## config.mk

```make
export PLATFORM = sky130hd
export DESIGN_NAME = fpu_top
export DESIGN_NICKNAME = d
export VERILOG_FILES = /design/src/logic/fpu_pkg.sv /design/src/logic/fp_op_queue.sv /design/src/logic/fp_misc_unit.sv /design/src/logic/fp_mul_unit.sv /design/src/logic/fpu_dispatch.sv /design/src/logic/fpu_top.sv
export VERILOG_INCLUDE_DIRS = /design/src /design/src/logic
export SDC_FILE = /design/constraint.sdc
export NUM_CORES = 1
export LEC_CHECK = 0
export BUFFER_PORTS_ARGS = -buffer_cell sky130_fd_sc_hd__buf_2
export CORE_MARGIN = 2
export CORE_UTILIZATION = 55
export DETAILED_ROUTE_END_ITERATION = 12
export PLACE_DENSITY_LB_ADDON = 0.3
export SLEW_MARGIN = 20
export SYNTH_ARGS = -nofsm -noshare
export SYNTH_HDL_FRONTEND = slang
export SYNTH_SLANG_ARGS = --single-unit
```

## constraint.sdc

```tcl
create_clock -name g_clk -period 8.8 [get_ports g_clk]
set_clock_uncertainty 0.05 [all_clocks]
set_input_delay 1.32 -clock g_clk [delete_from_list [all_inputs] [get_ports g_clk]]
set_output_delay 1.32 -clock g_clk [all_outputs]
set_load 0.01 [all_outputs]
```

## src/logic/fpu_macros.svh

```systemverilog
// shared sizes for the FPU execute block
// include wherever the queue depth, tag width or canonical NaN is needed
`ifndef FPU_MACROS_SVH
`define FPU_MACROS_SVH

// operation queue entries, also the issuer's starting credit count
`define FPU_QUEUE_DEPTH 2

// destination register tag width (x0..x31 / f0..f31)
`define FPU_TAG_W 5

// canonical quiet NaN returned by the multiplier and min/max
`define FPU_CANON_NAN 32'h7fc00000

`endif

```

## src/logic/fpu_pkg.sv

```systemverilog
// types shared by the FPU execute block and its testbench
// reference with fpu_pkg::name, no import
`default_nettype none

package fpu_pkg;

  ////////////////////
  // opcodes
  ////////////////////
  typedef enum logic [3:0] {
    op_fmul   = 4'd0,   // multi-cycle unit
    op_fsgnj  = 4'd1,   // sign from b
    op_fsgnjn = 4'd2,   // inverted sign from b
    op_fsgnjx = 4'd3,   // sign a xor sign b
    op_fmin   = 4'd4,
    op_fmax   = 4'd5,
    op_feq    = 4'd6,   // compares return 0/1
    op_flt    = 4'd7,
    op_fle    = 4'd8,
    op_fclass = 4'd9,   // 10-bit one-hot class
    op_fmv    = 4'd10   // raw bit move
  } fpu_op_e;

  ////////////////////
  // multiplier fsm
  ////////////////////
  typedef enum logic [1:0] {
    mul_idle = 2'd0,  // waiting for start
    mul_iter = 2'd1,  // shift-add, one multiplier bit per cycle
    mul_norm = 2'd2,  // normalize, truncate, range check
    mul_done = 2'd3   // result valid for one cycle
  } mul_state_e;

endpackage

`default_nettype wire

```

## src/logic/fp_op_queue.sv

```systemverilog
// circular FIFO holding issued FPU operations until the dispatcher retires them
// every pop hands one credit back to the issuer on the following cycle
// never overflows as long as the issuer respects its credits
`timescale 1ns/1ps
`default_nettype none
`include "fpu_macros.svh"

module fp_op_queue (
  input  wire logic                     g_clk,
  input  wire logic                     g_rst,
  input  wire logic                     push,
  input  wire fpu_pkg::fpu_op_e         push_code,
  input  wire logic [31:0]              push_a,
  input  wire logic [31:0]              push_b,
  input  wire logic [`FPU_TAG_W-1:0]    push_tag,
  input  wire logic                     pop,
  output logic                          head_valid,
  output fpu_pkg::fpu_op_e              head_code,
  output logic [31:0]                   head_a,
  output logic [31:0]                   head_b,
  output logic [`FPU_TAG_W-1:0]         head_tag,
  output logic                          credit_return
);

  localparam int DEPTH = `FPU_QUEUE_DEPTH;
  localparam int PTR_W = (DEPTH > 1) ? $clog2(DEPTH) : 1;
  localparam int CNT_W = $clog2(DEPTH + 1);
  localparam logic [PTR_W-1:0] LAST = PTR_W'(DEPTH - 1);

  fpu_pkg::fpu_op_e         code_mem [DEPTH];  // payload, no reset
  logic [31:0]              a_mem    [DEPTH];
  logic [31:0]              b_mem    [DEPTH];
  logic [`FPU_TAG_W-1:0]    tag_mem  [DEPTH];
  logic [PTR_W-1:0]         wr_ptr;
  logic [PTR_W-1:0]         rd_ptr;
  logic [CNT_W-1:0]         count;
  logic                     do_pop;

  assign head_valid = (count != '0);
  assign do_pop     = pop & head_valid;  // ignore pop on empty

  // head is read straight out of storage
  assign head_code = code_mem[rd_ptr];
  assign head_a    = a_mem[rd_ptr];
  assign head_b    = b_mem[rd_ptr];
  assign head_tag  = tag_mem[rd_ptr];

  always_ff @(posedge g_clk) begin
    if (push) begin
      code_mem[wr_ptr] <= push_code;
      a_mem[wr_ptr]    <= push_a;
      b_mem[wr_ptr]    <= push_b;
      tag_mem[wr_ptr]  <= push_tag;
    end
  end

  always_ff @(posedge g_clk) begin
    if (g_rst) begin
      wr_ptr        <= '0;
      rd_ptr        <= '0;
      count         <= '0;
      credit_return <= 1'b0;
    end else begin
      credit_return <= do_pop;  // one credit per retired op, a cycle late
      if (push) wr_ptr <= (wr_ptr == LAST) ? '0 : wr_ptr + 1'b1;  // wrap, any depth
      if (do_pop) rd_ptr <= (rd_ptr == LAST) ? '0 : rd_ptr + 1'b1;
      case ({push, do_pop})
        2'b10:   count <= count + 1'b1;
        2'b01:   count <= count - 1'b1;
        default: count <= count;  // both or neither
      endcase
    end
  end

endmodule

`default_nettype wire

```

## src/logic/fp_misc_unit.sv

```systemverilog
// single-cycle FP ops: sign injection, min/max, compares, classify and move
// purely combinational, fed from the queue head
// works on the raw encodings, subnormals are ordered and classified as is
`timescale 1ns/1ps
`default_nettype none
`include "fpu_macros.svh"

module fp_misc_unit (
  input  wire fpu_pkg::fpu_op_e code,
  input  wire logic [31:0]      a,
  input  wire logic [31:0]      b,
  output logic [31:0]           res
);

  logic a_nan, b_nan;
  logic both_zero;     // +0 and -0 compare equal
  logic a_below_b;     // total order, -0 below +0
  logic eq, lt;
  logic [9:0] cls;

  // sign-magnitude order for non-NaN values
  function automatic logic order_lt(input logic [31:0] x, input logic [31:0] y);
    if (x[31] != y[31]) return x[31];         // negative side is smaller
    else if (!x[31]) return x[30:0] < y[30:0];
    else return x[30:0] > y[30:0];            // both negative, bigger mag is smaller
  endfunction

  ////////////////////
  // operand decode
  ////////////////////
  assign a_nan     = (a[30:23] == 8'hff) && (a[22:0] != '0);
  assign b_nan     = (b[30:23] == 8'hff) && (b[22:0] != '0);
  assign both_zero = (a[30:0] == '0) && (b[30:0] == '0);
  assign a_below_b = order_lt(a, b);
  assign eq        = !a_nan && !b_nan && ((a == b) || both_zero);
  assign lt        = !a_nan && !b_nan && a_below_b && !both_zero;

  // riscv fclass, one bit per class
  always_comb begin
    cls = '0;
    if (a[30:23] == 8'hff) begin
      if (a[22:0] == '0) cls[a[31] ? 0 : 7] = 1'b1;  // inf
      else if (a[22])    cls[9] = 1'b1;               // quiet nan
      else               cls[8] = 1'b1;               // signaling nan
    end else if (a[30:23] == 8'h00) begin
      if (a[22:0] == '0) cls[a[31] ? 3 : 4] = 1'b1;   // zero
      else               cls[a[31] ? 2 : 5] = 1'b1;   // subnormal
    end else begin
      cls[a[31] ? 1 : 6] = 1'b1;                      // normal
    end
  end

  ////////////////////
  // result select
  ////////////////////
  always_comb begin
    case (code)
      fpu_pkg::op_fsgnj:  res = {b[31], a[30:0]};
      fpu_pkg::op_fsgnjn: res = {~b[31], a[30:0]};
      fpu_pkg::op_fsgnjx: res = {a[31] ^ b[31], a[30:0]};
      fpu_pkg::op_fmin: begin
        if (a_nan && b_nan) res = `FPU_CANON_NAN;
        else if (a_nan)     res = b;   // the number wins over a nan
        else if (b_nan)     res = a;
        else                res = a_below_b ? a : b;
      end
      fpu_pkg::op_fmax: begin
        if (a_nan && b_nan) res = `FPU_CANON_NAN;
        else if (a_nan)     res = b;
        else if (b_nan)     res = a;
        else                res = a_below_b ? b : a;
      end
      fpu_pkg::op_feq:    res = {31'b0, eq};
      fpu_pkg::op_flt:    res = {31'b0, lt};
      fpu_pkg::op_fle:    res = {31'b0, lt | eq};
      fpu_pkg::op_fclass: res = {22'b0, cls};
      fpu_pkg::op_fmv:    res = a;
      default:            res = '0;  // fmul, not this unit
    endcase
  end

endmodule

`default_nettype wire

```

## src/logic/fp_mul_unit.sv

```systemverilog
// iterative single-precision multiplier, one significand bit per cycle
// start is sampled in idle; done pulses 1 cycle later for specials, 25 otherwise
// truncates toward zero, flushes subnormals, saturates overflow to max finite
`timescale 1ns/1ps
`default_nettype none
`include "fpu_macros.svh"

module fp_mul_unit (
  input  wire logic        g_clk,
  input  wire logic        g_rst,
  input  wire logic        start,
  input  wire logic [31:0] a,
  input  wire logic [31:0] b,
  output logic             done,
  output logic [31:0]      res
);

  fpu_pkg::mul_state_e state;
  logic [4:0]          iter_q;    // 23 add steps after the load step
  logic [47:0]         prod_q;    // partial product
  logic [47:0]         mcand_q;   // multiplicand, shifted left each step
  logic [23:0]         mplier_q;  // multiplier, shifted right each step
  logic                sign_q;
  logic signed [9:0]   exp_q;     // biased exponent sum, may go out of range
  logic [31:0]         res_q;
  logic a_zero, b_zero, a_inf, b_inf, a_nan, b_nan, special;
  logic [31:0]         special_res;
  logic signed [9:0]   exp_n;
  logic [22:0]         frac_n;

  ////////////////////
  // special operands
  ////////////////////
  assign a_zero  = (a[30:23] == 8'h00);                       // zero or subnormal
  assign b_zero  = (b[30:23] == 8'h00);
  assign a_inf   = (a[30:23] == 8'hff) && (a[22:0] == '0);
  assign b_inf   = (b[30:23] == 8'hff) && (b[22:0] == '0);
  assign a_nan   = (a[30:23] == 8'hff) && (a[22:0] != '0);
  assign b_nan   = (b[30:23] == 8'hff) && (b[22:0] != '0);
  assign special = a_zero | b_zero | a_inf | b_inf | a_nan | b_nan;

  always_comb begin
    if (a_nan || b_nan || (a_inf && b_zero) || (b_inf && a_zero))
      special_res = `FPU_CANON_NAN;
    else if (a_inf || b_inf)
      special_res = {a[31] ^ b[31], 8'hff, 23'b0};  // signed inf
    else
      special_res = {a[31] ^ b[31], 31'b0};         // signed zero
  end

  // product of two 1.x values lies in [1,4), at most one shift
  assign exp_n  = prod_q[47] ? exp_q + 10'sd1 : exp_q;
  assign frac_n = prod_q[47] ? prod_q[46:24] : prod_q[45:23];

  ////////////////////
  // control
  ////////////////////
  always_ff @(posedge g_clk) begin
    if (g_rst) begin
      state  <= fpu_pkg::mul_idle;
      iter_q <= '0;
    end else begin
      case (state)
        fpu_pkg::mul_idle: begin
          iter_q <= '0;
          if (start) state <= special ? fpu_pkg::mul_done : fpu_pkg::mul_iter;
        end
        fpu_pkg::mul_iter: begin
          iter_q <= iter_q + 5'd1;
          if (iter_q == 5'd22) state <= fpu_pkg::mul_norm;  // last multiplier bit
        end
        fpu_pkg::mul_norm: state <= fpu_pkg::mul_done;
        default:           state <= fpu_pkg::mul_idle;  // done lasts one cycle
      endcase
    end
  end

  ////////////////////
  // datapath
  ////////////////////
  always_ff @(posedge g_clk) begin
    case (state)
      fpu_pkg::mul_idle: begin
        if (start) begin
          res_q    <= special_res;  // only kept when special
          sign_q   <= a[31] ^ b[31];
          exp_q    <= $signed({2'b0, a[30:23]}) + $signed({2'b0, b[30:23]}) - 10'sd127;
          prod_q   <= b[0] ? {24'b0, 1'b1, a[22:0]} : 48'b0;  // bit 0 folded into load
          mcand_q  <= {23'b0, 1'b1, a[22:0], 1'b0};
          mplier_q <= {2'b01, b[22:1]};
        end
      end
      fpu_pkg::mul_iter: begin
        if (mplier_q[0]) prod_q <= prod_q + mcand_q;
        mcand_q  <= mcand_q << 1;
        mplier_q <= mplier_q >> 1;
      end
      fpu_pkg::mul_norm: begin
        if (exp_n >= 10'sd255)    res_q <= {sign_q, 31'h7f7fffff};  // saturate
        else if (exp_n <= 10'sd0) res_q <= {sign_q, 31'b0};         // flush
        else                      res_q <= {sign_q, exp_n[7:0], frac_n};
      end
      default: res_q <= res_q;
    endcase
  end

  assign done = (state == fpu_pkg::mul_done);
  assign res  = res_q;

endmodule

`default_nettype wire

```

## src/logic/fpu_dispatch.sv

```systemverilog
// picks the unit for the queue head, waits on the multiplier, retires in order
// result_valid and pop are one registered pulse; head is stale while pop is high
`timescale 1ns/1ps
`default_nettype none
`include "fpu_macros.svh"

module fpu_dispatch (
  input  wire logic                   g_clk,
  input  wire logic                   g_rst,
  input  wire logic                   head_valid,
  input  wire fpu_pkg::fpu_op_e       head_code,
  input  wire logic [`FPU_TAG_W-1:0]  head_tag,
  input  wire logic [31:0]            misc_res,
  input  wire logic                   mul_done,
  input  wire logic [31:0]            mul_res,
  output logic                        pop,
  output logic                        mul_start,
  output logic                        result_valid,
  output logic [31:0]                 result,
  output logic [`FPU_TAG_W-1:0]       result_tag
);

  logic                  busy;        // multiplier owns the head
  logic                  retire_q;    // drives both result_valid and pop
  logic                  head_new;    // head not yet started
  logic                  is_mul;
  logic                  retire_misc;
  logic                  retire_mul;
  logic [31:0]           result_q;
  logic [`FPU_TAG_W-1:0] tag_q;

  ////////////////////
  // decode
  ////////////////////
  assign head_new    = head_valid & ~busy & ~retire_q;  // popping op still shows
  assign is_mul      = (head_code == fpu_pkg::op_fmul);
  assign mul_start   = head_new & is_mul;               // first head cycle
  assign retire_misc = head_new & ~is_mul;              // misc answers at once
  assign retire_mul  = busy & mul_done;

  always_ff @(posedge g_clk) begin
    if (g_rst) begin
      busy     <= 1'b0;
      retire_q <= 1'b0;
    end else begin
      retire_q <= retire_misc | retire_mul;
      if (mul_start)     busy <= 1'b1;
      else if (mul_done) busy <= 1'b0;
    end
  end

  // result and tag held until the next retire
  always_ff @(posedge g_clk) begin
    if (retire_misc || retire_mul) begin
      result_q <= retire_mul ? mul_res : misc_res;
      tag_q    <= head_tag;  // head stays put until pop
    end
  end

  assign result_valid = retire_q;
  assign pop          = retire_q;
  assign result       = result_q;
  assign result_tag   = tag_q;

endmodule

`default_nettype wire

```

## src/logic/fpu_top.sv

```systemverilog
// FPU execute block: credit-managed op queue, dispatcher, misc and multiply units
// issuer starts with FPU_QUEUE_DEPTH credits and gets one back per credit_return
`timescale 1ns/1ps
`default_nettype none
`include "fpu_macros.svh"

module fpu_top (
  input  wire logic                   g_clk,
  input  wire logic                   g_rst,
  input  wire logic                   op_valid,
  input  wire fpu_pkg::fpu_op_e       op_code,
  input  wire logic [31:0]            op_a,
  input  wire logic [31:0]            op_b,
  input  wire logic [`FPU_TAG_W-1:0]  op_tag,
  output logic                        credit_return,
  output logic                        result_valid,
  output logic [31:0]                 result,
  output logic [`FPU_TAG_W-1:0]       result_tag
);

  logic                  head_valid;
  fpu_pkg::fpu_op_e      head_code;
  logic [31:0]           head_a, head_b;
  logic [`FPU_TAG_W-1:0] head_tag;
  logic                  pop;
  logic                  mul_start, mul_done;
  logic [31:0]           mul_res, misc_res;

  fp_op_queue i_queue (
    .g_clk, .g_rst,
    .push      (op_valid),
    .push_code (op_code),
    .push_a    (op_a),
    .push_b    (op_b),
    .push_tag  (op_tag),
    .pop, .head_valid, .head_code, .head_a, .head_b, .head_tag, .credit_return
  );

  fpu_dispatch i_dispatch (
    .g_clk, .g_rst, .head_valid, .head_code, .head_tag, .misc_res,
    .mul_done, .mul_res, .pop, .mul_start, .result_valid, .result, .result_tag
  );

  fp_misc_unit i_misc (.code(head_code), .a(head_a), .b(head_b), .res(misc_res));

  fp_mul_unit i_mul (
    .g_clk, .g_rst,
    .start (mul_start),
    .a     (head_a),
    .b     (head_b),
    .done  (mul_done),
    .res   (mul_res)
  );

endmodule

`default_nettype wire

```

* Word level (Yosys, flattened, before mapping)
Memories as Yosys holds them, arrays and structs flattened. A register that Yosys moved wholly into a read port is not among the register bits.
Index checks and enable logic that the tools add are counted.
** Storage, ports and cells
- Register bits after elaboration :: 209
- Bits in latches :: 0
- Memory bits (writable) :: 146
- Bits in read-only memories :: 0
- Input bits :: 76
- Output and inout port bits :: 39
- Logic and storage cells :: 191
- Memories kept :: 4
** Memory list
- i_queue.a_mem :: words 2, bits a word 32, rd ports 1, clocked after memory_dff 1, wr ports 1, RTL line fp_op_queue.sv:31 : logic [31:0] a_mem [DEPTH];
- i_queue.b_mem :: words 2, bits a word 32, rd ports 1, clocked after memory_dff 1, wr ports 1, RTL line fp_op_queue.sv:32 : logic [31:0] b_mem [DEPTH];
- i_queue.tag_mem :: words 2, bits a word 5, rd ports 1, clocked after memory_dff 1, wr ports 1, RTL line fp_op_queue.sv:33 : logic [`FPU_TAG_W-1:0] tag_mem [DEPTH];
- i_queue.code_mem :: words 2, bits a word 4, rd ports 1, clocked after memory_dff 1, wr ports 1, RTL line fp_op_queue.sv:30 : fpu_pkg::fpu_op_e code_mem [DEPTH];
** Operators by class
- Add/sub/neg operators :: 9
- Multiply operators :: 0
- Divide/modulo/power cells :: 0
- Order comparisons :: 12
- Equal/unequal tests :: 23
- Shift-type cells :: 0
- Muxes and demuxes :: 65
- Bitwise logic cells :: 18
- Reductions and logical operators :: 45
** Operators with widths (number)
- 2-to-1 mux 32 bit :: 11
- case mux 32 bit (10 select lines) :: 1
- case mux 48 bit (2 select lines) :: 2
- 2-to-1 mux 48 bit :: 3
- >= comparator 32 x 1 -> 1 bit, second input constant :: 4
- less-than comparator 32 x 6 -> 1 bit, second input constant :: 4
- 2-to-1 mux 31 bit :: 3
- case mux 32 bit (2 select lines) :: 1
- logical NOT 31 bit :: 2
- adder 48 bit :: 1
- 2-to-1 mux 24 bit :: 2
- case mux 24 bit (2 select lines) :: 1
- logical NOT 23 bit :: 2
- nonzero test 23 bit :: 2
- 2-to-1 mux 10 bit :: 4
- == test 32 bit :: 1
- greater-than comparator 31 bit :: 1
- less-than comparator 31 bit :: 1
- 2-to-1 mux 23 bit :: 1
- 2-to-1 mux 1 bit :: 20
- demux 1 bit (select 4 bit) :: 4
- == test 4 x 3 -> 1 bit, second input constant :: 4
- == test 8 bit, second input constant :: 2
- logical AND 1 bit :: 16
- 36 further kinds :: 79

* Longest topological paths before layout
Gate-level depths: netlist of run 1.
- Word-level depth :: 10
- Gate-level depth with buffers :: 22
- Mapped depth without buffers :: 14

* By module
A second synthesis of run 1 with hierarchy kept.
** Second synthesis, totals
- Cells, all modules :: 1604
- Area, all modules :: 19424.9 µm²
** Modules (own cells, without submodules)
- fp_mul_unit :: instances 1, cells an instance 992, area an instance 10451.3 µm², sequential area each 4944.7 µm²
- fp_op_queue :: instances 1, cells an instance 252, area an instance 5495.3 µm², sequential area each 4504.3 µm²
- fp_misc_unit :: instances 1, cells an instance 275, area an instance 1855.5 µm², sequential area each 0.0 µm²
- fpu_dispatch :: instances 1, cells an instance 85, area an instance 1622.8 µm², sequential area each 1151.1 µm²

* Worst setup path before layout of run 1
OpenSTA, ideal clock, no wires.
- Path kind :: register to register
- From :: reg i_mul.state[1]
- To :: reg i_mul.prod_q[10] (enable)
- Setup time :: 0.408 ns
- Arrival time :: 7.589 ns
- Data required time :: 8.342 ns
- Slack :: 0.754 ns
- Stages on the path, launching flop included :: 8
- Path buffers :: 2
- Clock period less this slack :: 8.046 ns
- Path through :: dfxtp_1 > inv_1 > ha_1 > clkbuf_1 > clkinv_1 > clkbuf_1 > o21ai_0 > o21a_1
** Between the ends
- Cells in the longest elaborated chain, start to end :: 3
- Elaborated cells on any way between the ends :: 6
- Those cells by class :: eq/ne: 3; reduce/logical: 3
** Ends and longest elaborated chain
- start, declared :: RTL line fp_mul_unit.sv:18 : fpu_pkg::mul_state_e state;
- start signal, assigned :: RTL line fp_mul_unit.sv:60 : state <= fpu_pkg::mul_idle;
- start signal, assigned :: RTL line fp_mul_unit.sv:66 : if (start) state <= special ? fpu_pkg::mul_done : fpu_pkg::mul_iter;
- start signal, assigned :: RTL line fp_mul_unit.sv:70 : if (iter_q == 5'd22) state <= fpu_pkg::mul_norm;
- == test 2 x 1 -> 1 bit / logical NOT 2 bit (equally long branches) :: RTL line fp_mul_unit.sv:82 : case (state)
- != test 2 x 1 -> 1 bit (no source line) (tied with other cells)
- AND reduction 3 bit (no source line) (*)
- end signal, assigned :: RTL line fp_mul_unit.sv:88 : prod_q <= b[0] ? {24'b0, 1'b1, a[22:0]} : 48'b0;
- end signal, assigned :: RTL line fp_mul_unit.sv:94 : if (mplier_q[0]) prod_q <= prod_q + mcand_q;
- end, declared :: RTL line fp_mul_unit.sv:20 : logic [47:0] prod_q;
Mark *: on every way between the ends. The rest lies on a longest branch, timed or not.
A chain may end at the register's enable or synchronous reset.

==> run summary, run 1 <==
Status: complete, no violations
Vias in the first global route: 13927
Worst Setup Path Type: flip-flop to flip-flop
Max_slew headroom: 18.2%
DR iter-0 viols: 1392
Worst Reg-to-Reg Cells: 14
Postcts setup bufs: 0
H-tree Lvls: 2
Top FF cell, synth: edfxtp_1
Worst skew pair latency: 570 ps
Post-synth EDFFs: 343
Initial Util: 55.7%
Final Critical Period: 6220 ps
Data required, critical path: 9110 ps
Hpwl dp: 37.8 mm
Boundary Pins: 115
Via Count: 14189
GP Congestion: 0.940
Mapped Nets: 1817
Share of cells above drive strength 1: 16.0%
Drt drc: 0
Slew @ Worst Pin: 1220 ps
Yosys cell types: 73
Post-synthesis cell count: 1642
RSZ-0062 raised after global routing: no
Maximum operating frequency: 0.161 GHz
Slew Limit Fails: 0
PostCTS Resize Cnt: 0
Setup TNS: 0 ps
Die height: 191 um
WP data arrival: 6530 ps
Hold bufs inserted after CTS: 0
Critical Path End Type: flip-flop
Crit-path max FO: 44
Min-delay worst type: flip-flop to flip-flop
Dpl cells: 2148
Fin cells: 2219
Worst setup SP type: flip-flop
Final ANT Viol Nets: 0
Root buffer cell: clkbuf_16
Number of buffers created by CTS: 39
Yosys warns: 0
Port bufs: 114
Final setup margin: 2580 ps
Initial antenna violation count: 3
Seq/Total Area, Yosys: 55.0%
GRT Total Usage: 29.0%
Global-route wire length before repair: 80.8 mm
Row cnt: 68
Per-cell routed wire length: 23.8 um
Nets@finish: 1909
Final cycle utilization of the critical path: 70.7%
Drt total wl: 52.8 mm
Worst-path clk slew: 60 ps
Pin count of the biggest net entering global routing: 89
CTS tree: done
Placed inst area: 20200 um^2
Final setup fails: 0
#FFs+latches synth: 358
Synth async-reset ratio: 0%
Hold Path Depth: 2
Peak VDD IR: 0.213 mV
Area of the die: 36500 um^2
Post-Syn Area: 19300 um^2
First-pass DRT Iterations: 7
Number of fill cells in the layout: 2746
Leakage: 0.00803 uW
Avg Cell Area, Syn: 11.7 um^2
Power Density: 240 nW/um^2
Clock Sinks: 358
DR vias/cell: 6.39
Bufs on Longest Clock Path: 3
Max-cap viol count: 0
Final Hold Viols: 0
Setup WS pre-CTS: 2760 ps
Chip width: 191 um
Synth-to-layout area growth: 11.8%
Congestion Overflow GR: 0
Final Instance Area: 21500 um^2
Core Box Area: 34500 um^2
final timing paths:
path	from	endpoint	slack [ps]
worst max register to register	flip-flop	i_dispatch.result[28]	2580
worst min register to register	i_queue.count[1]	i_queue.count[1]	460
worst max-delay path	flip-flop	i_dispatch.result[28]	2580
worst min-delay path	i_queue.count[1]	i_queue.count[1]	460
sequential cells by signal (all words and copies together) (netlist names), 2 cells and up, named ones only:
name	count
i_queue.count	2
i_queue.b_mem	64
i_mul.mcand_q	47
i_mul.state	2
i_mul.mplier_q	23
i_dispatch.result	32
i_queue.a_mem	64
i_mul.res	32
i_mul.exp_q	10
i_mul.prod_q	47
i_queue.code_mem	8
i_mul.iter_q	5
i_dispatch.result_tag	5
i_queue.tag_mem	10
cells in the mapped netlist (15+ instances only):
cell type	count	share of area [%]
xnor2_1	35	1.6
o211ai_1	20	0.78
clkbuf_1	57	1.1
and2_1	34	1.1
nor3_1	15	0.39
nand4_1	28	0.91
mux2_2	65	3.8
nand3_1	51	1.3
mux2i_1	64	3.3
a21oi_1	102	2.7
and3_1	15	0.49
edfxtp_1	343	53
a21o_1	41	1.6
nand2_1	104	2.0
o21ai_0	87	2.3
inv_1	64	1.2
dfxtp_1	15	1.6
o221ai_1	16	0.73
nor2_1	111	2.2
ha_1	97	6.3
a31oi_1	17	0.55
xor2_1	29	1.3
nor4_1	25	0.81
through the flow:
stage	hold WS (ps)	power [uW]	util, %
detailed placement	461	3480	58.5
finish	465	5160	62.3
global placement	428	3450	58.5
floorplan	412	3100	-
CTS	468	5160	62.3
global route	508	5370	62.3
layout make-up:
type	count	area, um^2	share of cell area [%]
antenna	1	2.50	0.0116
inverter	67	253	1.17
clock buffer	45	1010	4.68
timing repair buffer	126	661	3.07
multi-input combinational	1142	8120	37.7
clock inverter	25	317	1.47
sequential	358	10600	49.2
tap	455	569	2.64
layout by cell type, fill, tap and decap left out, types with 64 or more instances in the layout:
master and n:
a21oi_1 102, buf_2 114, edfxtp_1 343, ha_1 96, inv_1 64, mux2_2 65
mux2i_1 64, nand2_1 104, nor2_1 110, o21ai_0 85
cell families after synthesis:
group	synth area share, %
AOI/OAI and AO/OA	13.7
xor gates and xnor gates	2.91
adders and majority gates	6.51
buffers and inverters	2.95
DFF	55.0
muxes	7.63
and+or+nand+nor	11.2
critical path, stage by stage, from the launching register on:
cell	delay [ps]
dfxtp_4	770
buf_4	620
mux2i_1	320
inv_1	130
ha_1	380
nand4_1	230
nor3_1	240
nand4_1	160
or4_1	590
nand2_1	110
o21bai_1	210
a211oi_1	170
o31ai_2	910
nand2_1	650
o221ai_1	390
per-layer routing:
metal / track usage [%] / part of all wire [%] / wire [um]
met3: 4.09 / 7.2 / 3810
met5: 0 / 0 / 0
met1: 38.2 / 40 / 21300
met2: 49.1 / 49 / 25600
met4: 10.9 / 3.9 / 2060
power breakdown:
group	internal, uW	switching [uW]	total (uW)
sequential	2110	88.6	2200
clock	984	709	1690
combinational	457	807	1260
No activity file was read; power rests on OpenSTA's default activity.
==> run 2: changes to the inputs <==
Clock period 8.8 ns to 5.5 ns, I/O delays scaled along.
==> run summary, run 2 (synthesis gave the netlist of run 1 again) <==
Min-delay worst type: input port to flip-flop
Final cycle utilization of the critical path: 95.7%
NetSw: 2570 uW
Global-route wire length before repair: 81.3 mm
Peak VDD IR: 0.418 mV
Commonest non-fill, non-tap cells in the layout: 343 x edfxtp_1, 114 x buf_2, 110 x nor2_1, 104 x nand2_1, 102 x a21oi_1
WP data arrival: 5490 ps
Max-cap viol count: 0
GRT Total Usage: 29.3%
CTS tree: done
Kind of cell adding the most delay to the critical path: simple AND/OR/NAND/NOR gates
Worst Setup Path Type: flip-flop to flip-flop
Number of buffers created by CTS: 38
Via Count: 14072
Final Hold Viols: 0
Core Box Area: 34500 um^2
Leakage: 0.00806 uW
Internal: 5710 uW
Bufs on Longest Clock Path: 3
Final ANT Viol Nets: 0
Worst setup SP type: flip-flop
Clock Power Share: 33.0%
Chip width: 191 um
Final Critical Period: 5260 ps
Vias in the first global route: 13724
Crit-path max cell delay: 720 ps
Largest regs: i_queue.a_mem x64, i_queue.b_mem x64
Setup TNS: 0 ps
Drt total wl: 52.8 mm
Data required, critical path: 5730 ps
Hold Slack: 394 ps
Buf/Inv on CP: 2
Power Density: 383 nW/um^2
Drt drc: 0
Synth-to-layout area growth: 12.2%
Switching Fraction: 31.0%
GP Congestion: 0.941
Pin count of the biggest net entering global routing: 74
Most frequent CP cell: nand2_1
Die height: 191 um
Hpwl dp: 38.5 mm
Clock Sinks: 358
Hold bufs inserted after CTS: 0
H-tree Lvls: 2
Row cnt: 68
Initial Util: 55.7%
Placed inst area: 20300 um^2
Gate power share: 24.5%
Share of cells above drive strength 1: 16.5%
Worst-path clk slew: 70 ps
Congestion Overflow GR: 0
Start point of the worst hold path: op_b[11]
Final setup fails: 0
DR vias/cell: 6.31
First-pass DRT Iterations: 5
Worst skew pair latency: 570 ps
Per-cell routed wire length: 23.7 um
Max_slew headroom: 30.8%
Crit-path max FO: 26
Boundary Pins: 115
Critical-path cell list: mux2i_1 > inv_1 > ha_1 > nand3_1 > nor2_1 > nand4_1 > or4_1 > nand2_1 > o21ba_2 > o311ai_1 > o31ai_2 > buf_4 > nand2_1 > o221ai_1
DR iter-0 viols: 1410
Most common cell after layout, fill and taps aside: edfxtp_1
Critical Path End Type: flip-flop
Initial antenna violation count: 2
Area of the die: 36500 um^2
Slew Limit Fails: 0
Postcts setup bufs: 0
RSZ-0062 raised after global routing: no
Final Instance Area: 21600 um^2
Slowest cell on the critical path: mux2i_1
Reg-to-reg setup timing slack: 240 ps
PostCTS Resize Cnt: 0
Maximum operating frequency: 0.190 GHz
Port bufs: 114
Slew @ Worst Pin: 1040 ps
Hold Path Depth: 1
Worst Reg-to-Reg Cells: 14
WHS Endpoint: i_queue.b_mem[1][11]
Seq pwr share: 42.5%
Status: complete, no violations
FF-to-FF End: i_dispatch.result[28]
Nets@finish: 1918
Root buffer cell: clkbuf_16
## run 2: cell types whose count changed in the layout (fill, tap and decap cells not counted), moves of 2 or more
cell,previous run,this run
clkinv_2,8,4
buf_4,12,22
clkinvlp_4,1,6
diode_2,1,3
clkinv_16,2,0
## run 2: final cells by class
| type | instances | area (um^2) |
|---|---|---|
| Antenna cell | 3 | 7.51 |
| Fill cell | 2727 | 12900 |
| Timing Repair Buffer | 136 | 736 |
| Inverter | 67 | 253 |
| Clock buffer | 44 | 983 |
| Multi-Input combinational cell | 1142 | 8120 |
| Sequential cell | 358 | 10600 |
| Tap cell | 455 | 569 |
| Clock inverter | 26 | 337 |
## run 2: layer usage
| metal | global-route usage (%) | vias up | routed length (um) |
|---|---|---|---|
| met5 | 0 | - | 0 |
| met4 | 11.8 | 0 | 2220 |
| met3 | 4.48 | 133 | 3640 |
| met2 | 47.6 | 654 | 24600 |
| met1 | 39.6 | 6820 | 22400 |
| li1 | - | 6465 | - |
## run 2: power groups by stage
stage	Sequential, uW	Clock (uW)	Combinational (uW)
floorplan	3540	0	1400
global placement	3570	0	1950
detailed placement	3570	0	1990
CTS	3520	2750	2000
global route	3540	2850	2210
finish	3520	2730	2030
## run 2: how the worst max path moves through the flow
stage,from,endpoint,slack (ps),depth (start not counted)
global placement,flip-flop,i_dispatch.result[28],500,14
detailed placement,flip-flop,i_dispatch.result[14],420,14
global route,flip-flop,i_dispatch.result[19],120,15
floorplan,flip-flop,i_dispatch.result[5],310,21
finish,flip-flop,i_dispatch.result[28],240,14
CTS,flip-flop,i_dispatch.result[23],390,14
## run 2: worst reg2reg max path, cell delays in order (launching register included)
cell	delay, ps
dfxtp_4	610
mux2i_1	750
inv_1	340
ha_1	400
nand3_1	100
nor2_1	220
nand4_1	160
or4_1	600
nand2_1	120
o21ba_2	190
o311ai_1	470
o31ai_2	90
buf_4	210
nand2_1	470
o221ai_1	200
## run 2: stage by stage
stage	utilization [%]	total power, uW	setup WS (ps)	std cells
after floorplan	-	4950	307	1642
after global placement	58.7	5520	497	2158
after detailed placement	58.7	5560	423	2158
after CTS	62.5	8270	392	2228
after global routing	62.5	8600	116	2228
final	62.6	8280	238	2231
